### src/source/eeprom_pkg.sv
package eeprom_pkg;

    localparam int ADDR_W = 11;
    localparam int DATA_W = 8;
    localparam logic [3:0] CTRL_CODE = 4'b1010; // device type code

    typedef enum logic {
        OP_WRITE,
        OP_READ
    } req_op_e;

    // a repeated start is COND_START issued mid-transaction
    typedef enum logic {
        COND_START,
        COND_STOP
    } cond_cmd_e;

    typedef enum logic [3:0] {
        SEQ_IDLE,
        SEQ_START,
        SEQ_CTRL_W,
        SEQ_ADDR,
        SEQ_DATA_W,
        SEQ_RESTART,
        SEQ_CTRL_R,
        SEQ_DATA_R,
        SEQ_STOP,
        SEQ_RESP
    } seq_state_e;

    typedef struct packed {
        req_op_e             op;
        logic [ADDR_W-1:0]   addr;
        logic [DATA_W-1:0]   data;
    } req_t;

endpackage

### src/source/eeprom_ifs.sv
`timescale 1ns/1ps

interface cond_if;
    import eeprom_pkg::*;

    logic      go;       // one-cycle command strobe
    cond_cmd_e cmd;
    logic      low_mid;
    logic      high_mid;
    logic      pull_low;
    logic      done;

    modport seq (output go, cmd, low_mid, high_mid, input pull_low, done);
    modport engine (input go, cmd, low_mid, high_mid, output pull_low, done);
endinterface

interface byte_if;
    import eeprom_pkg::*;

    logic              go;
    logic              rx_mode;  // 1 = read a byte from the line
    logic [DATA_W-1:0] tx_byte;
    logic              low_mid;
    logic              high_mid;
    logic              sda_in;
    logic              pull_low;
    logic              done;
    logic [DATA_W-1:0] rx_byte;
    logic              ack_ok;

    modport seq (
        output go, rx_mode, tx_byte, low_mid, high_mid, sda_in,
        input  pull_low, done, rx_byte, ack_ok
    );
    modport engine (
        input  go, rx_mode, tx_byte, low_mid, high_mid, sda_in,
        output pull_low, done, rx_byte, ack_ok
    );
endinterface

### src/source/req_queue.sv
`timescale 1ns/1ps

module req_queue #(
    parameter int REQ_DEPTH = 4
) (
    input  logic             CLK,
    input  logic             RESET,
    input  logic             push,
    input  eeprom_pkg::req_t push_req,
    input  logic             pop,
    output eeprom_pkg::req_t head,
    output logic             head_valid
);
    import eeprom_pkg::*;

    localparam int PTR_W = (REQ_DEPTH > 1) ? $clog2(REQ_DEPTH) : 1;
    localparam int CNT_W = $clog2(REQ_DEPTH + 1);

    req_t             mem [REQ_DEPTH];
    logic [PTR_W-1:0] wr_ptr;
    logic [PTR_W-1:0] rd_ptr;
    logic [CNT_W-1:0] count;
    logic             do_push;
    logic             do_pop;

    function automatic logic [PTR_W-1:0] next_ptr(input logic [PTR_W-1:0] p);
        if (p == PTR_W'(REQ_DEPTH - 1))
            return '0;
        return p + 1'b1;
    endfunction

    assign do_push    = push && (count != CNT_W'(REQ_DEPTH)); // full drops the push
    assign do_pop     = pop && head_valid;
    assign head       = mem[rd_ptr];
    assign head_valid = (count != '0);

    always_ff @(posedge CLK)
    begin
        if (do_push)
            mem[wr_ptr] <= push_req;
    end

    always_ff @(posedge CLK)
    begin
        if (RESET)
        begin
            wr_ptr <= '0;
            rd_ptr <= '0;
            count  <= '0;
        end
        else
        begin
            if (do_push)
                wr_ptr <= next_ptr(wr_ptr);
            if (do_pop)
                rd_ptr <= next_ptr(rd_ptr);
            case ({do_push, do_pop})
                2'b10:   count <= count + 1'b1;
                2'b01:   count <= count - 1'b1;
                default: count <= count;
            endcase
        end
    end

endmodule

### src/source/bus_condition.sv
`timescale 1ns/1ps

module bus_condition (
    input logic    CLK,
    input logic    RESET,
    cond_if.engine bus
);
    import eeprom_pkg::*;

    typedef enum logic [1:0] {
        C_IDLE,
        C_WAIT_LOW,
        C_WAIT_HIGH
    } cond_state_e;

    cond_state_e state;
    cond_cmd_e   cmd_q;

    always_ff @(posedge CLK)
    begin
        if (RESET)
        begin
            state        <= C_IDLE;
            cmd_q        <= COND_START;
            bus.pull_low <= 1'b0;
            bus.done     <= 1'b0;
        end
        else
        begin
            bus.done <= 1'b0;
            case (state)
                C_IDLE:
                begin
                    if (bus.go)
                    begin
                        cmd_q <= bus.cmd;
                        state <= C_WAIT_LOW;
                    end
                    else if (bus.low_mid)
                        bus.pull_low <= 1'b0; // hand the line to the byte shifter
                end
                C_WAIT_LOW:
                begin
                    if (bus.low_mid)
                    begin
                        // start releases here, stop pulls low
                        bus.pull_low <= (cmd_q == COND_STOP);
                        state        <= C_WAIT_HIGH;
                    end
                end
                C_WAIT_HIGH:
                begin
                    if (bus.high_mid)
                    begin
                        bus.pull_low <= (cmd_q == COND_START); // edge while scl high
                        bus.done     <= 1'b1;
                        state        <= C_IDLE;
                    end
                end
                default: state <= C_IDLE;
            endcase
        end
    end

endmodule

### src/source/byte_shifter.sv
`timescale 1ns/1ps

module byte_shifter (
    input logic    CLK,
    input logic    RESET,
    byte_if.engine bus
);
    import eeprom_pkg::*;

    typedef enum logic {
        SH_IDLE,
        SH_BUSY
    } shift_state_e;

    shift_state_e      state;
    logic              rx_q;
    logic [3:0]        bit_cnt;   // 0..7 data, 8 ack slot
    logic [DATA_W-1:0] shreg;
    logic              data_slot;

    assign data_slot   = (bit_cnt < 4'd8);
    assign bus.rx_byte = shreg;

    // same register serves both directions, msb first
    always_ff @(posedge CLK)
    begin
        if (state == SH_IDLE && bus.go)
            shreg <= bus.tx_byte;
        else if (state == SH_BUSY && bus.high_mid && data_slot)
            shreg <= {shreg[DATA_W-2:0], bus.sda_in};
    end

    always_ff @(posedge CLK)
    begin
        if (RESET)
        begin
            state        <= SH_IDLE;
            rx_q         <= 1'b0;
            bit_cnt      <= '0;
            bus.pull_low <= 1'b0;
            bus.done     <= 1'b0;
            bus.ack_ok   <= 1'b0;
        end
        else
        begin
            bus.done <= 1'b0;
            case (state)
                SH_IDLE:
                begin
                    if (bus.go)
                    begin
                        rx_q    <= bus.rx_mode;
                        bit_cnt <= '0;
                        state   <= SH_BUSY;
                    end
                end
                SH_BUSY:
                begin
                    // ninth slot always released, also the master nack on reads
                    if (bus.low_mid)
                        bus.pull_low <= !rx_q && data_slot && !shreg[DATA_W-1];
                    if (bus.high_mid)
                    begin
                        if (data_slot)
                            bit_cnt <= bit_cnt + 4'd1;
                        else
                        begin
                            bus.ack_ok <= rx_q || !bus.sda_in; // ack is low
                            bus.done   <= 1'b1;
                            state      <= SH_IDLE;
                        end
                    end
                end
                default: state <= SH_IDLE;
            endcase
        end
    end

endmodule

### src/source/eeprom_sequencer.sv
`timescale 1ns/1ps

module eeprom_sequencer #(
    parameter int CLK_DIV = 2
) (
    input  logic                          CLK,
    input  logic                          RESET,
    input  eeprom_pkg::req_t              head,
    input  logic                          head_valid,
    input  logic                          sda_in,
    output logic                          pop,
    output logic                          scl,
    output logic                          sda_oe,
    output logic                          rsp_valid,
    output logic [eeprom_pkg::DATA_W-1:0] rsp_data,
    output logic                          rsp_error,
    cond_if.seq                           cbus,
    byte_if.seq                           bbus
);
    import eeprom_pkg::*;

    localparam int CNT_W = (CLK_DIV > 1) ? $clog2(CLK_DIV) : 1;

    seq_state_e        state;
    seq_state_e        next_state;
    logic [CNT_W-1:0]  q_cnt;
    logic [1:0]        q_idx;     // quarter within the bit slot
    req_t              req_q;
    logic [DATA_W-1:0] rd_data;
    logic              err;
    logic              line_idle;
    logic              c_go;
    cond_cmd_e         c_cmd;
    logic              b_go;
    logic              b_rx;
    logic [DATA_W-1:0] b_tx;

    assign pop       = (state == SEQ_IDLE) && head_valid;
    assign line_idle = (state == SEQ_IDLE) || (state == SEQ_RESP)
                    || (state == SEQ_STOP && cbus.done);
    assign scl       = q_idx[1] || line_idle; // keep scl high after the stop

    assign cbus.low_mid  = (q_idx == 2'd1) && (q_cnt == '0);
    assign cbus.high_mid = (q_idx == 2'd3) && (q_cnt == '0);
    assign bbus.low_mid  = cbus.low_mid;
    assign bbus.high_mid = cbus.high_mid;
    assign bbus.sda_in   = sda_in;
    assign cbus.go       = c_go;
    assign cbus.cmd      = c_cmd;
    assign bbus.go       = b_go;
    assign bbus.rx_mode  = b_rx;
    assign bbus.tx_byte  = b_tx;

    assign sda_oe    = cbus.pull_low || bbus.pull_low;
    assign rsp_valid = (state == SEQ_RESP);
    assign rsp_data  = rd_data;
    assign rsp_error = err;

    // go goes out in the same cycle as the previous done, ahead of the next low_mid
    always_comb
    begin
        next_state = state;
        c_go       = 1'b0;
        c_cmd      = COND_START;
        b_go       = 1'b0;
        b_rx       = 1'b0;
        b_tx       = {CTRL_CODE, req_q.addr[ADDR_W-1:DATA_W], 1'b0}; // control byte, write
        case (state)
            SEQ_IDLE:
            begin
                if (head_valid)
                begin
                    next_state = SEQ_START;
                    c_go       = 1'b1;
                end
            end
            SEQ_START:
            begin
                if (cbus.done)
                begin
                    next_state = SEQ_CTRL_W;
                    b_go       = 1'b1;
                end
            end
            SEQ_RESTART:
            begin
                if (cbus.done)
                begin
                    next_state = SEQ_CTRL_R;
                    b_go       = 1'b1;
                    b_tx[0]    = 1'b1;
                end
            end
            SEQ_CTRL_W, SEQ_ADDR, SEQ_DATA_W, SEQ_CTRL_R, SEQ_DATA_R:
            begin
                if (bbus.done)
                begin
                    if (!bbus.ack_ok || state == SEQ_DATA_W || state == SEQ_DATA_R)
                    begin
                        next_state = SEQ_STOP;
                        c_go       = 1'b1;
                        c_cmd      = COND_STOP;
                    end
                    else if (state == SEQ_CTRL_W)
                    begin
                        next_state = SEQ_ADDR;
                        b_go       = 1'b1;
                        b_tx       = req_q.addr[DATA_W-1:0];
                    end
                    else if (state == SEQ_ADDR && req_q.op == OP_WRITE)
                    begin
                        next_state = SEQ_DATA_W;
                        b_go       = 1'b1;
                        b_tx       = req_q.data;
                    end
                    else if (state == SEQ_ADDR)
                    begin
                        next_state = SEQ_RESTART;
                        c_go       = 1'b1;
                    end
                    else
                    begin
                        next_state = SEQ_DATA_R;
                        b_go       = 1'b1;
                        b_rx       = 1'b1;
                    end
                end
            end
            SEQ_STOP:
            begin
                if (cbus.done)
                    next_state = SEQ_RESP;
            end
            default: next_state = SEQ_IDLE; // SEQ_RESP lasts one cycle
        endcase
    end

    always_ff @(posedge CLK)
    begin
        if (RESET)
        begin
            state <= SEQ_IDLE;
            q_cnt <= '0;
            q_idx <= '0;
            err   <= 1'b0;
        end
        else
        begin
            state <= next_state;
            if (state == SEQ_IDLE)
            begin
                q_cnt <= '0;
                q_idx <= '0;
            end
            else if (q_cnt == CNT_W'(CLK_DIV - 1))
            begin
                q_cnt <= '0;
                q_idx <= q_idx + 2'd1;
            end
            else
                q_cnt <= q_cnt + 1'b1;
            if (pop)
                err <= 1'b0;
            else if (bbus.done && !bbus.ack_ok)
                err <= 1'b1; // sticky for this request
        end
    end

    always_ff @(posedge CLK)
    begin
        if (pop)
        begin
            req_q   <= head;
            rd_data <= '0;
        end
        else if (state == SEQ_DATA_R && bbus.done)
            rd_data <= bbus.rx_byte;
    end

endmodule

### src/source/eeprom_ctrl_top.sv
`timescale 1ns/1ps

module eeprom_ctrl_top #(
    parameter int REQ_DEPTH = 4,
    parameter int CLK_DIV   = 2
) (
    input  logic                          CLK,
    input  logic                          RESET,
    input  logic                          req_valid,
    input  eeprom_pkg::req_op_e           req_op,
    input  logic [eeprom_pkg::ADDR_W-1:0] req_addr,
    input  logic [eeprom_pkg::DATA_W-1:0] req_data,
    input  logic                          sda_in,
    output logic                          req_credit,
    output logic                          rsp_valid,
    output logic [eeprom_pkg::DATA_W-1:0] rsp_data,
    output logic                          rsp_error,
    output logic                          scl,
    output logic                          sda_oe
);
    import eeprom_pkg::*;

    req_t push_req;
    req_t head;
    logic head_valid;

    cond_if cbus ();
    byte_if bbus ();

    assign push_req = '{op: req_op, addr: req_addr, data: req_data};

    // each pop frees a queue slot, so it doubles as the host credit
    req_queue #(
        .REQ_DEPTH (REQ_DEPTH)
    ) req_queue_i (
        .CLK        (CLK),
        .RESET      (RESET),
        .push       (req_valid),
        .push_req   (push_req),
        .pop        (req_credit),
        .head       (head),
        .head_valid (head_valid)
    );

    eeprom_sequencer #(
        .CLK_DIV (CLK_DIV)
    ) eeprom_sequencer_i (
        .CLK        (CLK),
        .RESET      (RESET),
        .head       (head),
        .head_valid (head_valid),
        .sda_in     (sda_in),
        .pop        (req_credit),
        .scl        (scl),
        .sda_oe     (sda_oe),
        .rsp_valid  (rsp_valid),
        .rsp_data   (rsp_data),
        .rsp_error  (rsp_error),
        .cbus       (cbus.seq),
        .bbus       (bbus.seq)
    );

    bus_condition bus_condition_i (
        .CLK   (CLK),
        .RESET (RESET),
        .bus   (cbus.engine)
    );

    byte_shifter byte_shifter_i (
        .CLK   (CLK),
        .RESET (RESET),
        .bus   (bbus.engine)
    );

endmodule

### config.mk
export PLATFORM = sky130hd
export DESIGN_NAME = eeprom_ctrl_top
export DESIGN_NICKNAME = d
export VERILOG_FILES = /design/src/source/eeprom_pkg.sv /design/src/source/eeprom_ifs.sv /design/src/source/req_queue.sv /design/src/source/bus_condition.sv /design/src/source/byte_shifter.sv /design/src/source/eeprom_sequencer.sv /design/src/source/eeprom_ctrl_top.sv
export SDC_FILE = /design/constraint.sdc
export NUM_CORES = 1
export LEC_CHECK = 0
export BUFFER_PORTS_ARGS = -buffer_cell sky130_fd_sc_hd__buf_2
export CAP_MARGIN = 20
export CORE_UTILIZATION = 30
export CTS_CLUSTER_DIAMETER = 120
export DETAILED_ROUTE_END_ITERATION = 8
export PLACE_DENSITY = 0.43
export SLEW_MARGIN = 25
export SYNTH_ARGS = -nofsm -noshare
export SYNTH_HDL_FRONTEND = slang
export SYNTH_SLANG_ARGS = --single-unit
### constraint.sdc
create_clock -name CLK -period 3 [get_ports CLK]
set_clock_uncertainty 0.2 [all_clocks]
set_input_delay 0.15 -clock CLK [delete_from_list [all_inputs] [get_ports CLK]]
set_output_delay 0.15 -clock CLK [all_outputs]
set_load 0.005 [all_outputs]
==> metrics <==
total gr overflow=0; dpl cells=686; main area contributors after synthesis=edfxtp_1 54%, dfxtp_1 12%, mux4_2 7.5%, mux2i_1 2.0%, ha_1 1.9%; Layout area overhead=21.40%; Finish-stage setup viols=0; number of synthesized flops with an enable pin=108; Main synth FF type=edfxtp_1; full die area=0.02057 mm²; Final period util=76.55%; Pleak=2.569 nW; CTS tree=yes; Vias/cell=4.593; Final Non-Filler Cells=740; Hold WC Path Type=input pin to flop; Clock transition at path regs=0.06 ns; most common cell in the netlist=edfxtp_1; share of the synthesized area in the top cell type=54.06%; initial antenna violation count=0; Netlist cell types=64; gr usage total=12.75%; die span in x=143.4 µm; Synth Net Count=427; area post-placement=0.006494 mm²; synthesized instance count=393; Tot Pwr=6.007 mW; IO Port Bufs=36; DR top layer=met4; CTS Buf Count=17; H-tree depth=4; clk sinks=145; Antenna Violating Nets Remaining=0; total wire length=11.93 mm; max_slew headroom=58.58%; FMAX=0.4354 GHz; share of cells above drive strength 1=23.16%; final slew viol count=0; post-DP HPWL=7.638 mm; worst slew pin tran=0.6127 ns; routability cong.=0.7352; Initial Utilization=30.73%; top cells by count, synth=108 x edfxtp_1, 37 x dfxtp_1, 29 x nor2_1, 20 x mux4_2, 17 x inv_1; worst-path maximum fanout=15; WL met1=5.785 mm; RSZ-0062 raised after global routing=false; Die H=143.4 µm; row count=51; routed wire length per instance=16.13 µm; Antenna diodes=0; Final Hold Fails=0; Fin Setup TNS=0 ns; largest net degree at the start of global routing=35; Crit path required time=2.92 ns; latest clock arrival within the worst-skew pair=0.41 ns; fin area=0.007283 mm²; WL met2=5.699 mm; Vias=3399; Seq cells post-synth=145; DR WL met3=329 µm; async set-or-reset flop fraction in the synthesized netlist=0%; # nets final=496; Syn Std Cell Area=0.006000 mm²; Pre-Repair DR Iteration Count=4; Root Driver=clkbuf_16; number of global-route vias before repair=3560; Critical Path AT=2.22 ns; CP endpoint kind=flop; maximum vdd ir drop=0.3797 mV; core box area=0.01953 mm²; Tmin final=2.297 ns; Clock Tree Buf Depth=2; First DRT Iteration DRCs=212; first-pass GRT wire length=18.98 mm; Setup crit start kind=flop; DRC violations left=0; IO Pins=37; status=finished, final reports clean; top cell type by total area after synthesis=edfxtp_1; max cap viols=0; Avg Inst Size Synth=15.27 µm²; Setup CP Type=flop to flop; yosys warns=0; PwrDens=824.8 mW/mm²; register area share after synthesis=66.40%
==> sequential cells by signal (all words and copies together) (netlist names) <==
| name | cells |
|---|---|
| byte_shifter_i.bit_cnt | 4 |
| byte_shifter_i.rx_q | 1 |
| req_queue_i.wr_ptr | 2 |
| bus_condition_i.bus.done | 1 |
| byte_shifter_i.state | 1 |
| req_queue_i.mem | 80 |
| eeprom_sequencer_i.q_idx | 2 |
| eeprom_sequencer_i.rsp_error | 1 |
| bus_condition_i.cmd_q | 1 |
| byte_shifter_i.bus.pull_low | 1 |
| eeprom_sequencer_i.rsp_data | 8 |
| eeprom_sequencer_i.req_q | 20 |
| byte_shifter_i.bus.ack_ok | 1 |
| req_queue_i.rd_ptr | 2 |
| bus_condition_i.bus.pull_low | 1 |
| byte_shifter_i.bus.rx_byte | 8 |
| eeprom_sequencer_i.state | 4 |
| req_queue_i.count | 3 |
| byte_shifter_i.bus.done | 1 |
| bus_condition_i.state | 2 |
| eeprom_sequencer_i.q_cnt | 1 |
==> cell usage in the layout (no fill, tap or decap), types with 3 or more instances in the layout <==
master and count:
nor3b_1 5, and3_1 4, buf_4 12, a32oi_1 4, nor3_1 7, nand3_1 3
a2bb2oi_1 3, o41ai_1 4, a21oi_1 9, o21ai_0 6, inv_1 17, clkbuf_16 17
mux2_4 3, nand2b_1 6, o32ai_1 5, edfxtp_1 108, dfxtp_1 37, mux2i_1 12
nor4b_1 3, clkinv_1 3, o21ai_1 4, a31oi_1 3, and2_1 5, nor2b_1 6
nor2_1 29, mux4_2 20, buf_2 36, nand4_1 3, clkinv_4 4, xor2_1 3
dlygate4sd3_1 22, ha_1 9, nand2_1 13
==> layer usage <==
layer / vias to the layer above / track usage [%]
met5: - / 0
met4: 0 / 4.535
met3: 6 / 3.765
met2: 43 / 20.95
met1: 1690 / 15.89
li1: 1660 / -
==> metrics by stage <==
| stage | hold WS [ns] | worst slack (ns) | util [%] |
|---|---|---|---|
| 2_1_floorplan | 0.03969 | 0.1845 | - |
| 3_3_place_gp | 0.1612 | 0.7496 | 33.26 |
| 3_5_place_dp | 0.1713 | 0.7063 | 33.26 |
| 4_1_cts | 0.07958 | 0.6796 | 37.30 |
| 5_1_grt | 0.09850 | 0.5349 | 37.30 |
| 6_report | 0.08457 | 0.7035 | 37.30 |
==> worst paths after layout <==
kind | startpoint | slack [ns] | end | cells after the start
max | eeprom_sequencer_i.state[1]$_SDFFE_PP0P_ | 0.70 | byte_shifter_i.bus.rx_byte[6]$_DFFE_PP_ | 5
min | req_valid | 0.08 | req_queue_i.wr_ptr[0]$_SDFFE_PP0P_ | 6
max reg2reg | eeprom_sequencer_i.state[1]$_SDFFE_PP0P_ | 0.70 | byte_shifter_i.bus.rx_byte[6]$_DFFE_PP_ | 5
min reg2reg | byte_shifter_i.bus.pull_low$_SDFFE_PP0P_ | 0.25 | byte_shifter_i.bus.pull_low$_SDFFE_PP0P_ | 2
==> report_power, final <==
part	leakage, nW	internal, mW	switching [mW]
combinational	1.00	0.520	0.717
clock	0.274	1.22	0.813
sequential	1.29	2.58	0.151
==> worst max-delay path: stages, from the launching register on <==
cell and delay [ns]:
dfxtp_1 0.42, buf_4 0.23, and4bb_1 0.27, a41oi_4 0.35, nor2_4 0.13, or2_1 0.39
==> logic make-up after synthesis <==
kind of cell | after synthesis | synth area share (%)
compound gates | 58 | 7.549
xor+xnor | 4 | 0.5840
fa+ha+maj | 10 | 2.211
buf+inv | 38 | 2.920
flops | 145 | 66.40
mux | 38 | 10.82
simple gates | 100 | 9.510
==> layout make-up <==
class / instances / area (µm²)
Timing Repair Buffer: 70 / 490.5
Clock inverter: 13 / 136.4
Clock buffer: 19 / 432.9
Multi-Input combinational cell: 210 / 1841
Sequential cell: 145 / 3984
Fill cell: 1937 / 12240
Tap cell: 265 / 331.6
Inverter: 18 / 67.56
==> repair_timing <==
item / 4_1_cts / 5_1_grt
gates resized for setup: 0 / 0
setup buffers: 0 / 0
endpoints found under the hold margin: 92 / 0
hold buffers: 22 / 0
No activity file was read; power rests on OpenSTA's default activity.
